### src/design/uart_cmd_pkg.sv
package uart_cmd_pkg;

  // Bit times in one frame: start, eight data, parity and stop.
  localparam int FRAME_BITS = 11;
  localparam int DATA_BITS  = 8;

  // Host command word. rw set means write.
  typedef struct packed {
    logic       rw;
    logic [6:0] addr;
    logic [7:0] data;
  } cmd_t;

  typedef enum logic [4:0] {
    IDLE           = 5'd0,
    RW_JUDGE       = 5'd1,
    W_ADDR_FRAME   = 5'd2,
    W_GAP          = 5'd3,
    W_DATA_FRAME   = 5'd4,
    R_ADDR_FRAME   = 5'd5,
    R_WAIT_START   = 5'd6,
    R_DATA_FRAME   = 5'd7,
    SEND_READ_DATA = 5'd8
  } state_e;

endpackage

### src/design/uart_bit_timer.sv
`timescale 1ns/10ps

module uart_bit_timer #(
  parameter int BR = 434
) (
  input  logic       clk,
  input  logic       rst_n,
  input  logic       timer_start,
  input  logic       timer_half,
  output logic       bit_tick,
  output logic [3:0] bit_idx,
  output logic       frame_done
);

  localparam int CW = $clog2(BR);
  localparam logic [CW-1:0] LAST = CW'(BR - 1);
  localparam logic [CW-1:0] HALF = CW'(BR - BR / 2); // First tick lands half a bit later.

  logic [CW-1:0] cnt;
  logic          run;

  always_ff @(posedge clk or negedge rst_n) begin
    if (!rst_n) begin
      run     <= 1'b0;
      cnt     <= '0;
      bit_idx <= '0;
    end else if (timer_start || timer_half) begin
      run     <= 1'b1;
      cnt     <= timer_half ? HALF : '0;
      bit_idx <= '0;
    end else if (run) begin
      if (bit_tick) begin
        cnt <= '0;
        if (frame_done) begin
          run     <= 1'b0; // Stops after the last bit until restarted.
          bit_idx <= '0;
        end else begin
          bit_idx <= bit_idx + 4'd1;
        end
      end else begin
        cnt <= cnt + 1'b1;
      end
    end
  end

  assign bit_tick   = run && (cnt == LAST);
  assign frame_done = bit_tick && (bit_idx == 4'(uart_cmd_pkg::FRAME_BITS - 1));

endmodule

### src/design/uart_tx_shift.sv
`timescale 1ns/10ps

module uart_tx_shift (
  input  logic       clk,
  input  logic       rst_n,
  input  logic       tx_load,
  input  logic [7:0] tx_byte,
  input  logic       tx_shift,
  output logic       tx
);

  logic [uart_cmd_pkg::FRAME_BITS-1:0] frame_sh;
  logic                                parity;

  // Even parity makes the count of ones over data and parity even.
  assign parity = ^tx_byte;

  always_ff @(posedge clk or negedge rst_n) begin
    if (!rst_n) begin
      frame_sh <= '1;
    end else if (tx_load) begin
      frame_sh <= {1'b1, parity, tx_byte, 1'b0};
    end else if (tx_shift) begin
      // Ones fill in from the top so the line returns to idle high.
      frame_sh <= {1'b1, frame_sh[uart_cmd_pkg::FRAME_BITS-1:1]};
    end
  end

  assign tx = frame_sh[0];

endmodule

### src/design/uart_rx_shift.sv
`timescale 1ns/10ps

module uart_rx_shift (
  input  logic       clk,
  input  logic       rst_n,
  input  logic       rx,
  output logic       rx_start,
  input  logic       rx_sample,
  output logic [7:0] rx_byte,
  output logic       parity_ok
);

  logic rx_meta;
  logic rx_sync;
  logic rx_prev;

  // Data bits with the parity bit on top.
  logic [uart_cmd_pkg::DATA_BITS:0] rx_sh;

  always_ff @(posedge clk or negedge rst_n) begin
    if (!rst_n) begin
      rx_meta <= 1'b1;
      rx_sync <= 1'b1;
      rx_prev <= 1'b1;
    end else begin
      rx_meta <= rx;
      rx_sync <= rx_meta;
      rx_prev <= rx_sync; // Only for edge detection.
    end
  end

  assign rx_start = rx_prev && !rx_sync;

  // Bits arrive LSB first, so each new bit enters at the top.
  // The start bit falls off the bottom once the parity bit is in.
  always_ff @(posedge clk) begin
    if (rx_sample)
      rx_sh <= {rx_sync, rx_sh[uart_cmd_pkg::DATA_BITS:1]};
  end

  assign rx_byte   = rx_sh[uart_cmd_pkg::DATA_BITS-1:0];
  assign parity_ok = ~^rx_sh;

endmodule

### src/design/uart_ctrl_fsm.sv
`timescale 1ns/10ps

module uart_ctrl_fsm (
  input  logic               clk,
  input  logic               rst_n,
  input  uart_cmd_pkg::cmd_t cmd_in,
  input  logic               cmd_vld,
  output logic               cmd_rdy,
  input  logic               bit_tick,
  input  logic               frame_done,
  output logic               timer_start,
  output logic               timer_half,
  output logic               tx_load,
  output logic [7:0]         tx_byte,
  output logic               tx_shift,
  input  logic               rx_start,
  output logic               rx_sample,
  input  logic [7:0]         rx_byte,
  input  logic               parity_ok,
  output logic [7:0]         read_data,
  output logic               read_rdy,
  output logic               read_err
);

  uart_cmd_pkg::state_e state;
  uart_cmd_pkg::state_e state_nxt;
  uart_cmd_pkg::cmd_t   cmd_q;
  logic                 wr_last;
  logic                 gap_end;

  always_ff @(posedge clk or negedge rst_n) begin
    if (!rst_n) begin
      state   <= uart_cmd_pkg::IDLE;
      wr_last <= 1'b0;
    end else begin
      state   <= state_nxt;
      wr_last <= frame_done && (state == uart_cmd_pkg::W_DATA_FRAME); // Stop bit just ended.
    end
  end

  always_ff @(posedge clk) begin
    if (cmd_vld && cmd_rdy)
      cmd_q <= cmd_in;
  end

  always_comb begin
    state_nxt = state;
    case (state)
      uart_cmd_pkg::IDLE:
        if (cmd_vld) state_nxt = uart_cmd_pkg::RW_JUDGE;
      uart_cmd_pkg::RW_JUDGE:
        state_nxt = cmd_q.rw ? uart_cmd_pkg::W_ADDR_FRAME : uart_cmd_pkg::R_ADDR_FRAME;
      uart_cmd_pkg::W_ADDR_FRAME:
        if (frame_done) state_nxt = uart_cmd_pkg::W_GAP;
      uart_cmd_pkg::W_GAP:
        if (bit_tick) state_nxt = uart_cmd_pkg::W_DATA_FRAME;
      uart_cmd_pkg::W_DATA_FRAME:
        if (wr_last) state_nxt = uart_cmd_pkg::IDLE;
      uart_cmd_pkg::R_ADDR_FRAME:
        if (frame_done) state_nxt = uart_cmd_pkg::R_WAIT_START;
      uart_cmd_pkg::R_WAIT_START:
        if (rx_start) state_nxt = uart_cmd_pkg::R_DATA_FRAME;
      uart_cmd_pkg::R_DATA_FRAME:
        if (frame_done) state_nxt = uart_cmd_pkg::SEND_READ_DATA;
      uart_cmd_pkg::SEND_READ_DATA:
        state_nxt = uart_cmd_pkg::IDLE;
      default:
        state_nxt = uart_cmd_pkg::IDLE;
    endcase
  end

  // The idle gap between the two write frames is one timer bit.
  assign gap_end = (state == uart_cmd_pkg::W_GAP) && bit_tick;

  assign cmd_rdy     = (state == uart_cmd_pkg::IDLE);
  assign timer_start = (state == uart_cmd_pkg::RW_JUDGE) || gap_end ||
                       ((state == uart_cmd_pkg::W_ADDR_FRAME) && frame_done);
  assign timer_half  = (state == uart_cmd_pkg::R_WAIT_START) && rx_start;

  assign tx_load  = (state == uart_cmd_pkg::RW_JUDGE) || gap_end;
  assign tx_byte  = (state == uart_cmd_pkg::W_GAP) ? cmd_q.data : {cmd_q.rw, cmd_q.addr};
  assign tx_shift = bit_tick && ((state == uart_cmd_pkg::W_ADDR_FRAME) ||
                                 (state == uart_cmd_pkg::W_DATA_FRAME) ||
                                 (state == uart_cmd_pkg::R_ADDR_FRAME));

  // Ticks fall at bit centers here: start, data and parity are sampled, the stop is not.
  assign rx_sample = (state == uart_cmd_pkg::R_DATA_FRAME) && bit_tick && !frame_done;

  always_ff @(posedge clk) begin
    if ((state == uart_cmd_pkg::R_DATA_FRAME) && frame_done)
      read_data <= rx_byte;
  end

  always_ff @(posedge clk or negedge rst_n) begin
    if (!rst_n)
      read_err <= 1'b0;
    else if ((state == uart_cmd_pkg::R_DATA_FRAME) && frame_done)
      read_err <= !parity_ok;
  end

  assign read_rdy = (state == uart_cmd_pkg::SEND_READ_DATA);

endmodule

### src/design/uart_cmd_master.sv
`timescale 1ns/10ps

module uart_cmd_master #(
  parameter int BR = 434
) (
  input  logic               clk,
  input  logic               rst_n,
  input  uart_cmd_pkg::cmd_t cmd_in,
  input  logic               cmd_vld,
  output logic               cmd_rdy,
  output logic               tx,
  input  logic               rx,
  output logic [7:0]         read_data,
  output logic               read_rdy,
  output logic               read_err
);

  logic       bit_tick;
  logic       frame_done;
  logic       timer_start;
  logic       timer_half;
  logic       tx_load;
  logic [7:0] tx_byte;
  logic       tx_shift;
  logic       rx_start;
  logic       rx_sample;
  logic [7:0] rx_byte;
  logic       parity_ok;

  uart_ctrl_fsm i_uart_ctrl_fsm (
    .clk        (clk),
    .rst_n      (rst_n),
    .cmd_in     (cmd_in),
    .cmd_vld    (cmd_vld),
    .cmd_rdy    (cmd_rdy),
    .bit_tick   (bit_tick),
    .frame_done (frame_done),
    .timer_start(timer_start),
    .timer_half (timer_half),
    .tx_load    (tx_load),
    .tx_byte    (tx_byte),
    .tx_shift   (tx_shift),
    .rx_start   (rx_start),
    .rx_sample  (rx_sample),
    .rx_byte    (rx_byte),
    .parity_ok  (parity_ok),
    .read_data  (read_data),
    .read_rdy   (read_rdy),
    .read_err   (read_err)
  );

  uart_bit_timer #(.BR(BR)) i_uart_bit_timer (
    .clk        (clk),
    .rst_n      (rst_n),
    .timer_start(timer_start),
    .timer_half (timer_half),
    .bit_tick   (bit_tick),
    .bit_idx    (),
    .frame_done (frame_done)
  );

  uart_tx_shift i_uart_tx_shift (
    .clk     (clk),
    .rst_n   (rst_n),
    .tx_load (tx_load),
    .tx_byte (tx_byte),
    .tx_shift(tx_shift),
    .tx      (tx)
  );

  uart_rx_shift i_uart_rx_shift (
    .clk      (clk),
    .rst_n    (rst_n),
    .rx       (rx),
    .rx_start (rx_start),
    .rx_sample(rx_sample),
    .rx_byte  (rx_byte),
    .parity_ok(parity_ok)
  );

endmodule

### config.mk
export PLATFORM = sky130hd
export DESIGN_NAME = uart_cmd_master
export DESIGN_NICKNAME = d
export VERILOG_FILES = /design/src/design/uart_cmd_pkg.sv /design/src/design/uart_bit_timer.sv /design/src/design/uart_tx_shift.sv /design/src/design/uart_rx_shift.sv /design/src/design/uart_ctrl_fsm.sv /design/src/design/uart_cmd_master.sv
export SDC_FILE = /design/constraint.sdc
export NUM_CORES = 1
export LEC_CHECK = 0
export ABC_AREA = 1
export BUFFER_PORTS_ARGS = -buffer_cell sky130_fd_sc_hd__buf_2
export CAP_MARGIN = 15
export CORE_MARGIN = 4
export CORE_UTILIZATION = 57
export CTS_BUF_LIST = sky130_fd_sc_hd__clkbuf_8 sky130_fd_sc_hd__clkbuf_16
export CTS_CLUSTER_SIZE = 14
export DETAILED_ROUTE_END_ITERATION = 8
export GPL_TIMING_DRIVEN = 0
export PLACE_DENSITY = 0.73
export SLEW_MARGIN = 25
export SYNTH_ARGS = -nofsm -noshare
export SYNTH_HDL_FRONTEND = slang
export SYNTH_HIERARCHICAL = 1
export SYNTH_SLANG_ARGS = --single-unit
### constraint.sdc
create_clock -name clk -period 7.3 [get_ports clk]
set_input_delay 0.73 -clock clk [delete_from_list [all_inputs] [get_ports clk]]
set_output_delay 0.73 -clock clk [all_outputs]
set_load 0.05 [all_outputs]
### After elaboration in Yosys (flattened, before gate mapping)

Index checks and enable logic that the tools add are counted.

| storage, ports and cells | value |
|---|---|
| bits in registers | 68 |
| output and inout port bits | 12 |
| bits of input ports | 20 |

| cells by class | value |
|---|---|
| eq/ne operators | 17 |
| reduce and logical (&&, ||, !) cells | 28 |
| $add $sub $neg | 2 |
| muxes and demuxes | 24 |

Operators by type and width:

| cell | count |
|---|---|
| $pmux W5 S8 | 1 |
| $mux W5 | 7 |
| $mux W9 | 3 |
| $mux W11 | 2 |
| $eq A5 B3 Y1 const B | 4 |
| $mux W4 | 4 |
| $mux W8 | 2 |
| $logic_and A1 B1 Y1 | 12 |
| $ne A2 B1 Y1 const B | 6 |
| $eq A5 B2 Y1 const B | 2 |
| $add A9 B1 Y9 const B | 1 |
| $eq A9 B9 Y1 const B | 1 |
| $reduce_xnor A9 Y1 | 1 |
| $reduce_xor A8 Y1 | 1 |
| $reduce_and A7 Y1 | 1 |
| $reduce_bool A2 Y1 | 3 |
| $eq A5 B1 Y1 const B | 1 |
| $eq A5 B4 Y1 const B | 1 |
| $logic_not A5 Y1 | 1 |
| $logic_or A1 B1 Y1 | 5 |
| $add A4 B1 Y4 const B | 1 |
| $eq A4 B4 Y1 const B | 1 |
| $mux W1 | 4 |
| $logic_not A1 Y1 | 3 |
| 3 further kinds | 3 |

### Longest topological paths before layout

| depth | value |
|---|---|
| depth in word-level cells | 8 |
| depth in mapped cells | 16 |

### By module

Netlist, hierarchy kept.

Modules (own cells, without submodules):

| module | sequential area each (sq um) | instances | area each (sq um) | cells an instance |
|---|---|---|---|---|
| uart_ctrl_fsm | 870.8 | 1 | 1,305.0 | 105 |
| uart_bit_timer | 350.3 | 1 | 918.4 | 117 |
| uart_tx_shift | 262.8 | 1 | 631.9 | 89 |
| uart_rx_shift | 349.1 | 1 | 569.3 | 59 |

### Worst setup path before layout

Ideal clock, no wire load.

| timing path | value |
|---|---|
| kind | register -> register |
| from | reg i_uart_bit_timer.cnt[1] |
| to | reg i_uart_bit_timer.cnt[7] |
| setup slack | 4,927 ps |
| path buffers | 0 |
| setup time | 117 ps |
| arrival time | 2,256 ps |
| cell stages (with the launch flop) | 17 |
| cell sequence | dfrtp_1 -> inv_1 -> ha_1 -> inv_1 -> nor4_1 -> nand3_1 -> inv_1 -> inv_1 -> o21ai_1 -> o21bai_1 -> nor2_1 -> nand2_2 -> inv_1 -> nor2_1 -> inv_1 -> nor2_1 -> nor2_1 |

| on the way | value |
|---|---|
| cells in the longest elaborated chain, start to end | 7 |
| elaborated cells between the ends (all ways) | 13 |
| those cells by class | add/sub (1); eq/ne (1); mux (3); reduce/logical (8) |

Ends and longest elaborated chain:

| what | RTL line | source |
|---|---|---|
| start: declaration | uart_bit_timer.sv:19 | `logic [CW-1:0] cnt;` |
| start signal: assignment | uart_bit_timer.sv:29 | `cnt <= timer_half ? HALF : '0;` |
| start signal: assignment | uart_bit_timer.sv:41 | `cnt <= cnt + 1'b1;` |
| $eq A9 B9 Y1 (*) | uart_bit_timer.sv:46 | `assign bit_tick = run && (cnt == LAST);` |
| $logic_and A1 B1 Y1 (*) | uart_bit_timer.sv:46 |  |
| named net bit_tick | uart_cmd_master.sv:18 | `logic bit_tick;` |
| $logic_and A1 B1 Y1 (*) | uart_ctrl_fsm.sv:73 | `assign gap_end = (state == uart_cmd_pkg::W_GAP) && bit_tick;` |
| $logic_or A1 B1 Y1 (*) | -- |  |
| named net tx_load | uart_cmd_master.sv:22 | `logic tx_load;` |
| $logic_or A1 B1 Y1 (*) | uart_ctrl_fsm.sv:76 | `assign timer_start = (state == uart_cmd_pkg::RW_JUDGE) \|\| gap_end \|\|` |
| named net timer_start | uart_cmd_master.sv:20 | `logic timer_start;` |
| $logic_or A1 B1 Y1 (*) | uart_bit_timer.sv:27 | `end else if (timer_start \|\| timer_half) begin` |
| $mux W9 / $reduce_bool A2 Y1 (equally long branches) | -- |  |

Mark *: on every way through the listed nets, which the timed path passes. The rest lies on a longest branch. The select of a mux whose other input is x is not followed.
A chain may end at the register's enable or synchronous reset.

### Worst setup path after layout

Ends and elaborated chain as after synthesis.

==> results_tabular.tex <==
\begin{tabular}{lr}
\hline
Metric & Value \\
\hline
\multicolumn{2}{l}{\textbf{Detailed routing}} \\
\quad Initial DRC Count & 98 \\
\quad DRC violation count after routing & 0 \\
\quad TritonRoute pass-1 iters & 4 \\
\quad Routed wire per std cell & 12.34 µm \\
\quad WL final & 6036 µm \\
\quad Number of routed nets with antenna violations & 0 \\
\quad Via-per-instance ratio & 5.022 \\
\quad Total via count in the routed design & 2456 \\
\multicolumn{2}{l}{\textbf{Final layout}} \\
\quad Cell Count, Final, Fillers Out & 489 \\
\quad Share of final-layout standard cells stronger than drive strength 1 & 24.94\% \\
\quad Top library cells by usage in the layout, fill and taps aside & 86 x nand2\_1, 54 x inv\_1, 36 x nor2\_1 \\
\quad Most common cell after layout, fill and taps aside & nand2\_1 \\
\quad Filler Cell Count & 449 \\
\quad Layout Nets & 436 \\
\quad Combined area of the multi-input logic cells & 0.001272 mm² \\
\quad Final design instance area without fill & 0.003890 mm² \\
\quad Sequential cell area & 0.001833 mm² \\
\quad Area growth from synthesis to layout & 13.59\% \\
\quad Total inserted antenna cells & 0 \\
\multicolumn{2}{l}{\textbf{Placed design}} \\
\quad Pre-CTS setup slack & 4.359 ns \\
\quad HPWL after detailed placement & 4354 µm \\
\quad \# port buffers & 31 \\
\quad Placer's final routability congestion estimate & 0.8724 \\
\quad Total placed cells including tap cells & 473 \\
\quad Cell area after placement & 0.003672 mm² \\
\multicolumn{2}{l}{\textbf{Power}} \\
\quad Internal power & 0.5835 mW \\
\quad Static Leakage & 1.842 nW \\
\quad Part of the total power dissipated in sequential elements & 54.1\% \\
\quad Portion of total power attributed to the clock network & 44.7\% \\
\quad P per Cell Area & 186.1 mW/mm² \\
\quad Max rail drop VDD & 0.2124 mV \\
\quad P\_sw & 0.1404 mW \\
\quad Share of power burned in combinational logic & 1.2\% \\
\quad Switching Fraction & 19.40\% \\
\multicolumn{2}{l}{\textbf{Setup path}} \\
\quad Worst path max stage delay & 0.53 ns \\
\quad Required time at the worst-slack endpoint & 7.53 ns \\
\quad Arr. time, crit path & 3.28 ns \\
\quad Cell Chain, Critical Path & inv\_1, ha\_1, inv\_1, nor4\_1, nand3\_1, inv\_1, inv\_1, o21ai\_1, o21bai\_1, nor2\_1, nand2\_2, inv\_1, nor2\_1, inv\_1, nor2\_1, nor2\_1 \\
\quad Largest fanout on the critical path & 8 \\
\quad Crit Path Category & register to register \\
\quad Cell mode on critical path & inv\_1 \\
\quad Crit path launch type & register \\
\quad Buf+Inv Stages, Crit Path & 6 \\
\quad Worst path top cell family by delay & simple AND/OR/NAND/NOR gates \\
\quad CP max-delay cell & o21ai\_1 \\
\quad Category of the worst setup path capture point & register \\
\multicolumn{2}{l}{\textbf{Timing}} \\
\quad Setup violation total in the final timing report & 0 \\
\quad Setup repair after global routing missed its margin & false \\
\quad Fin. max-slew vios & 0 \\
\quad Worst rel slew slack & 50.30\% \\
\quad Final hold violation count & 0 \\
\quad Sum of negative setup slack & 0 ns \\
\quad Crit share post-route & 41.74\% \\
\quad Tightest Pin Transition & 0.7447 ns \\
\quad Worst hold slack & 0.3585 ns \\
\quad Worst-case clock skew & 0.01022 ns \\
\quad Setup slack after layout & 4.253 ns \\
\quad Maximum achievable frequency & 0.3282 GHz \\
\quad Post-route minimum period & 3.047 ns \\
\multicolumn{2}{l}{\textbf{Synth}} \\
\quad Gate count after technology mapping & 370 \\
\quad Number of synthesized flops with an enable pin & 33 \\
\quad Commonest register cell after synthesis & edfxtp\_1 \\
\quad Cell area after synthesis & 0.003425 mm² \\
\quad Post-synthesis cell type with the largest combined area & edfxtp\_1 \\
\quad Fraction of registers with async set or reset after synthesis & 50.00\% \\
\quad Sequential area share after synthesis & 53.53\% \\
\quad Yosys warning count & 6 \\
\quad Synth top area share & 28.94\% \\
\quad Nets in the synthesized netlist & 394 \\
\quad Number of synthesized register bits & 66 \\
\quad Leading cell types by total area after synthesis & edfxtp\_1 29\%, dfrtp\_1 15\%, dfstp\_2 10\% \\
\quad Synth cell types & 38 \\
\quad Syn avg cell area & 9.255 µm² \\
\multicolumn{2}{l}{\textbf{Clock network}} \\
\quad Count of hold buffers inserted by post-cts repair & 0 \\
\quad Number of sinks on the clock net & 66 \\
\quad Setup Fix Bufs, Post-CTS & 0 \\
\quad Number of cells upsized or downsized after cts & 0 \\
\quad Clock slew seen by the registers of the worst setup and hold paths & 0.07 ns \\
\quad Max Buffers Root-to-Sink & 2 \\
\quad Buffer cell driving the clock tree root & clkbuf\_8 \\
\quad Clock latency on the worst-skew pair & 0.35 ns \\
\quad CTS H-tree lvls & 3 \\
\quad Num CTS Buffers & 9 \\
\quad Clock tree from TritonCTS & built \\
\multicolumn{2}{l}{\textbf{Global routing}} \\
\quad Pin count of the biggest net entering global routing & 34 \\
\quad Number of global-route vias before repair & 2306 \\
\quad Total global routing overflow & 0 \\
\quad Tot GR Track Use & 18.15\% \\
\quad First-pass GRT wire length & 10330 µm \\
\quad Number of antenna violations at the first check in global routing & 0 \\
\multicolumn{2}{l}{\textbf{Die}} \\
\quad Die Y-Extent & 85.51 µm \\
\quad Area of the core & 0.005675 mm² \\
\quad Io pins & 32 \\
\quad Die Span X & 85.51 µm \\
\quad Die area & 0.007312 mm² \\
\quad Core Rows & 27 \\
\quad Initial cell density of the core & 60.34\% \\
\multicolumn{2}{l}{\textbf{Worst hold path}} \\
\quad Path category of the worst min-delay check & register to register \\
\multicolumn{2}{l}{\textbf{Run status}} \\
\quad Status & finished clean \\
\multicolumn{2}{l}{\textbf{Run}} \\
\quad Count of maximum capacitance violations & 0 \\
\hline
\end{tabular}
## final timing paths
| path | from | end | slack, ns | cells past startpoint |
|---|---|---|---|---|
| worst min register to register | i_uart_rx_shift/rx_meta$_DFF_PN1_ | i_uart_rx_shift/rx_sync$_DFF_PN1_ | 0.36 | 0 |
| worst max register to register | i_uart_bit_timer/cnt[1]$_DFFE_PN0P_ | i_uart_bit_timer/cnt[7]$_DFFE_PN0P_ | 4.25 | 16 |
| max in group asynchronous | rst_n | i_uart_ctrl_fsm/read_err$_DFFE_PN0P_ | 6.40 | 1 |
| min in group asynchronous | rst_n | i_uart_bit_timer/cnt[3]$_DFFE_PN0P_ | 0.44 | 1 |
| worst min-delay path | i_uart_rx_shift/rx_meta$_DFF_PN1_ | i_uart_rx_shift/rx_sync$_DFF_PN1_ | 0.36 | 0 |
| worst max-delay path | i_uart_bit_timer/cnt[1]$_DFFE_PN0P_ | i_uart_bit_timer/cnt[7]$_DFFE_PN0P_ | 4.25 | 16 |
## cell usage after synthesis (all sizes together), types with 5 or more instances
cell type	number
edfxtp	33
o21ai	10
a21oi	21
buf	10
mux2	7
xor2	5
dfstp	13
nand4	6
inv	57
nand3	27
nand2	93
dfrtp	20
nor2	43
## per-stage QoR
step	power [mW]	utilization, %
6_report	0.7239	68.54
5_1_grt	0.7542	68.54
4_1_cts	0.7340	68.39
3_5_place_dp	0.4083	64.70
3_3_place_gp	0.4080	64.66
2_1_floorplan	0.3995	-
## power groups by stage
stage | sequential (mW) | clock, mW | combinational [mW]
finish | 0.392 | 0.323 | 0.00876
CTS | 0.392 | 0.333 | 0.00924
global route | 0.392 | 0.352 | 0.0103
detailed placement | 0.399 | 0 | 0.00921
global placement | 0.399 | 0 | 0.00894
floorplan | 0.399 | 0 | 0.000519
## sequential cells by signal (all words and copies together) (netlist names), 4 cells and up
| register | cells |
|---|---|
| i_uart_bit_timer/bit_idx | 4 |
| i_uart_bit_timer/cnt | 9 |
| i_uart_ctrl_fsm/cmd_q | 16 |
| i_uart_ctrl_fsm/read_data | 8 |
| i_uart_ctrl_fsm/state | 4 |
| i_uart_rx_shift/rx_sh | 9 |
| i_uart_tx_shift/frame_sh | 10 |
## layer usage
metal  vias up  GRT usage (%)  routed length, µm
met5         -              0                  0
met4         0          8.201                110
li1       1282              -                  -
met3        11          4.995                323
met2        56          28.18               2791
met1      1107          23.81               2810
## kinds of logic after synthesis
| kind of cell | after synthesis | share of synthesized area (%) |
|---|---|---|
| muxes | 7 | 3.069 |
| DFF | 66 | 53.53 |
| adders and majority gates | 4 | 1.462 |
| AOI/OAI and AO/OA | 41 | 7.088 |
| xor gates and xnor gates | 7 | 1.790 |
| buffers and inverters | 70 | 9.646 |
| and+or+nand+nor | 175 | 23.42 |
## final cells by class
cell class / instances / share of cell area (%)
sequential: 66 / 47.12
timing repair buffer: 31 / 3.988
inverter: 58 / 5.661
tap: 72 / 2.316
multi-input combinational: 234 / 32.71
clock inverter: 7 / 2.187
clock buffer: 9 / 3.184
buffer: 12 / 2.831
Note: power is estimated with default switching activity, not from simulation.
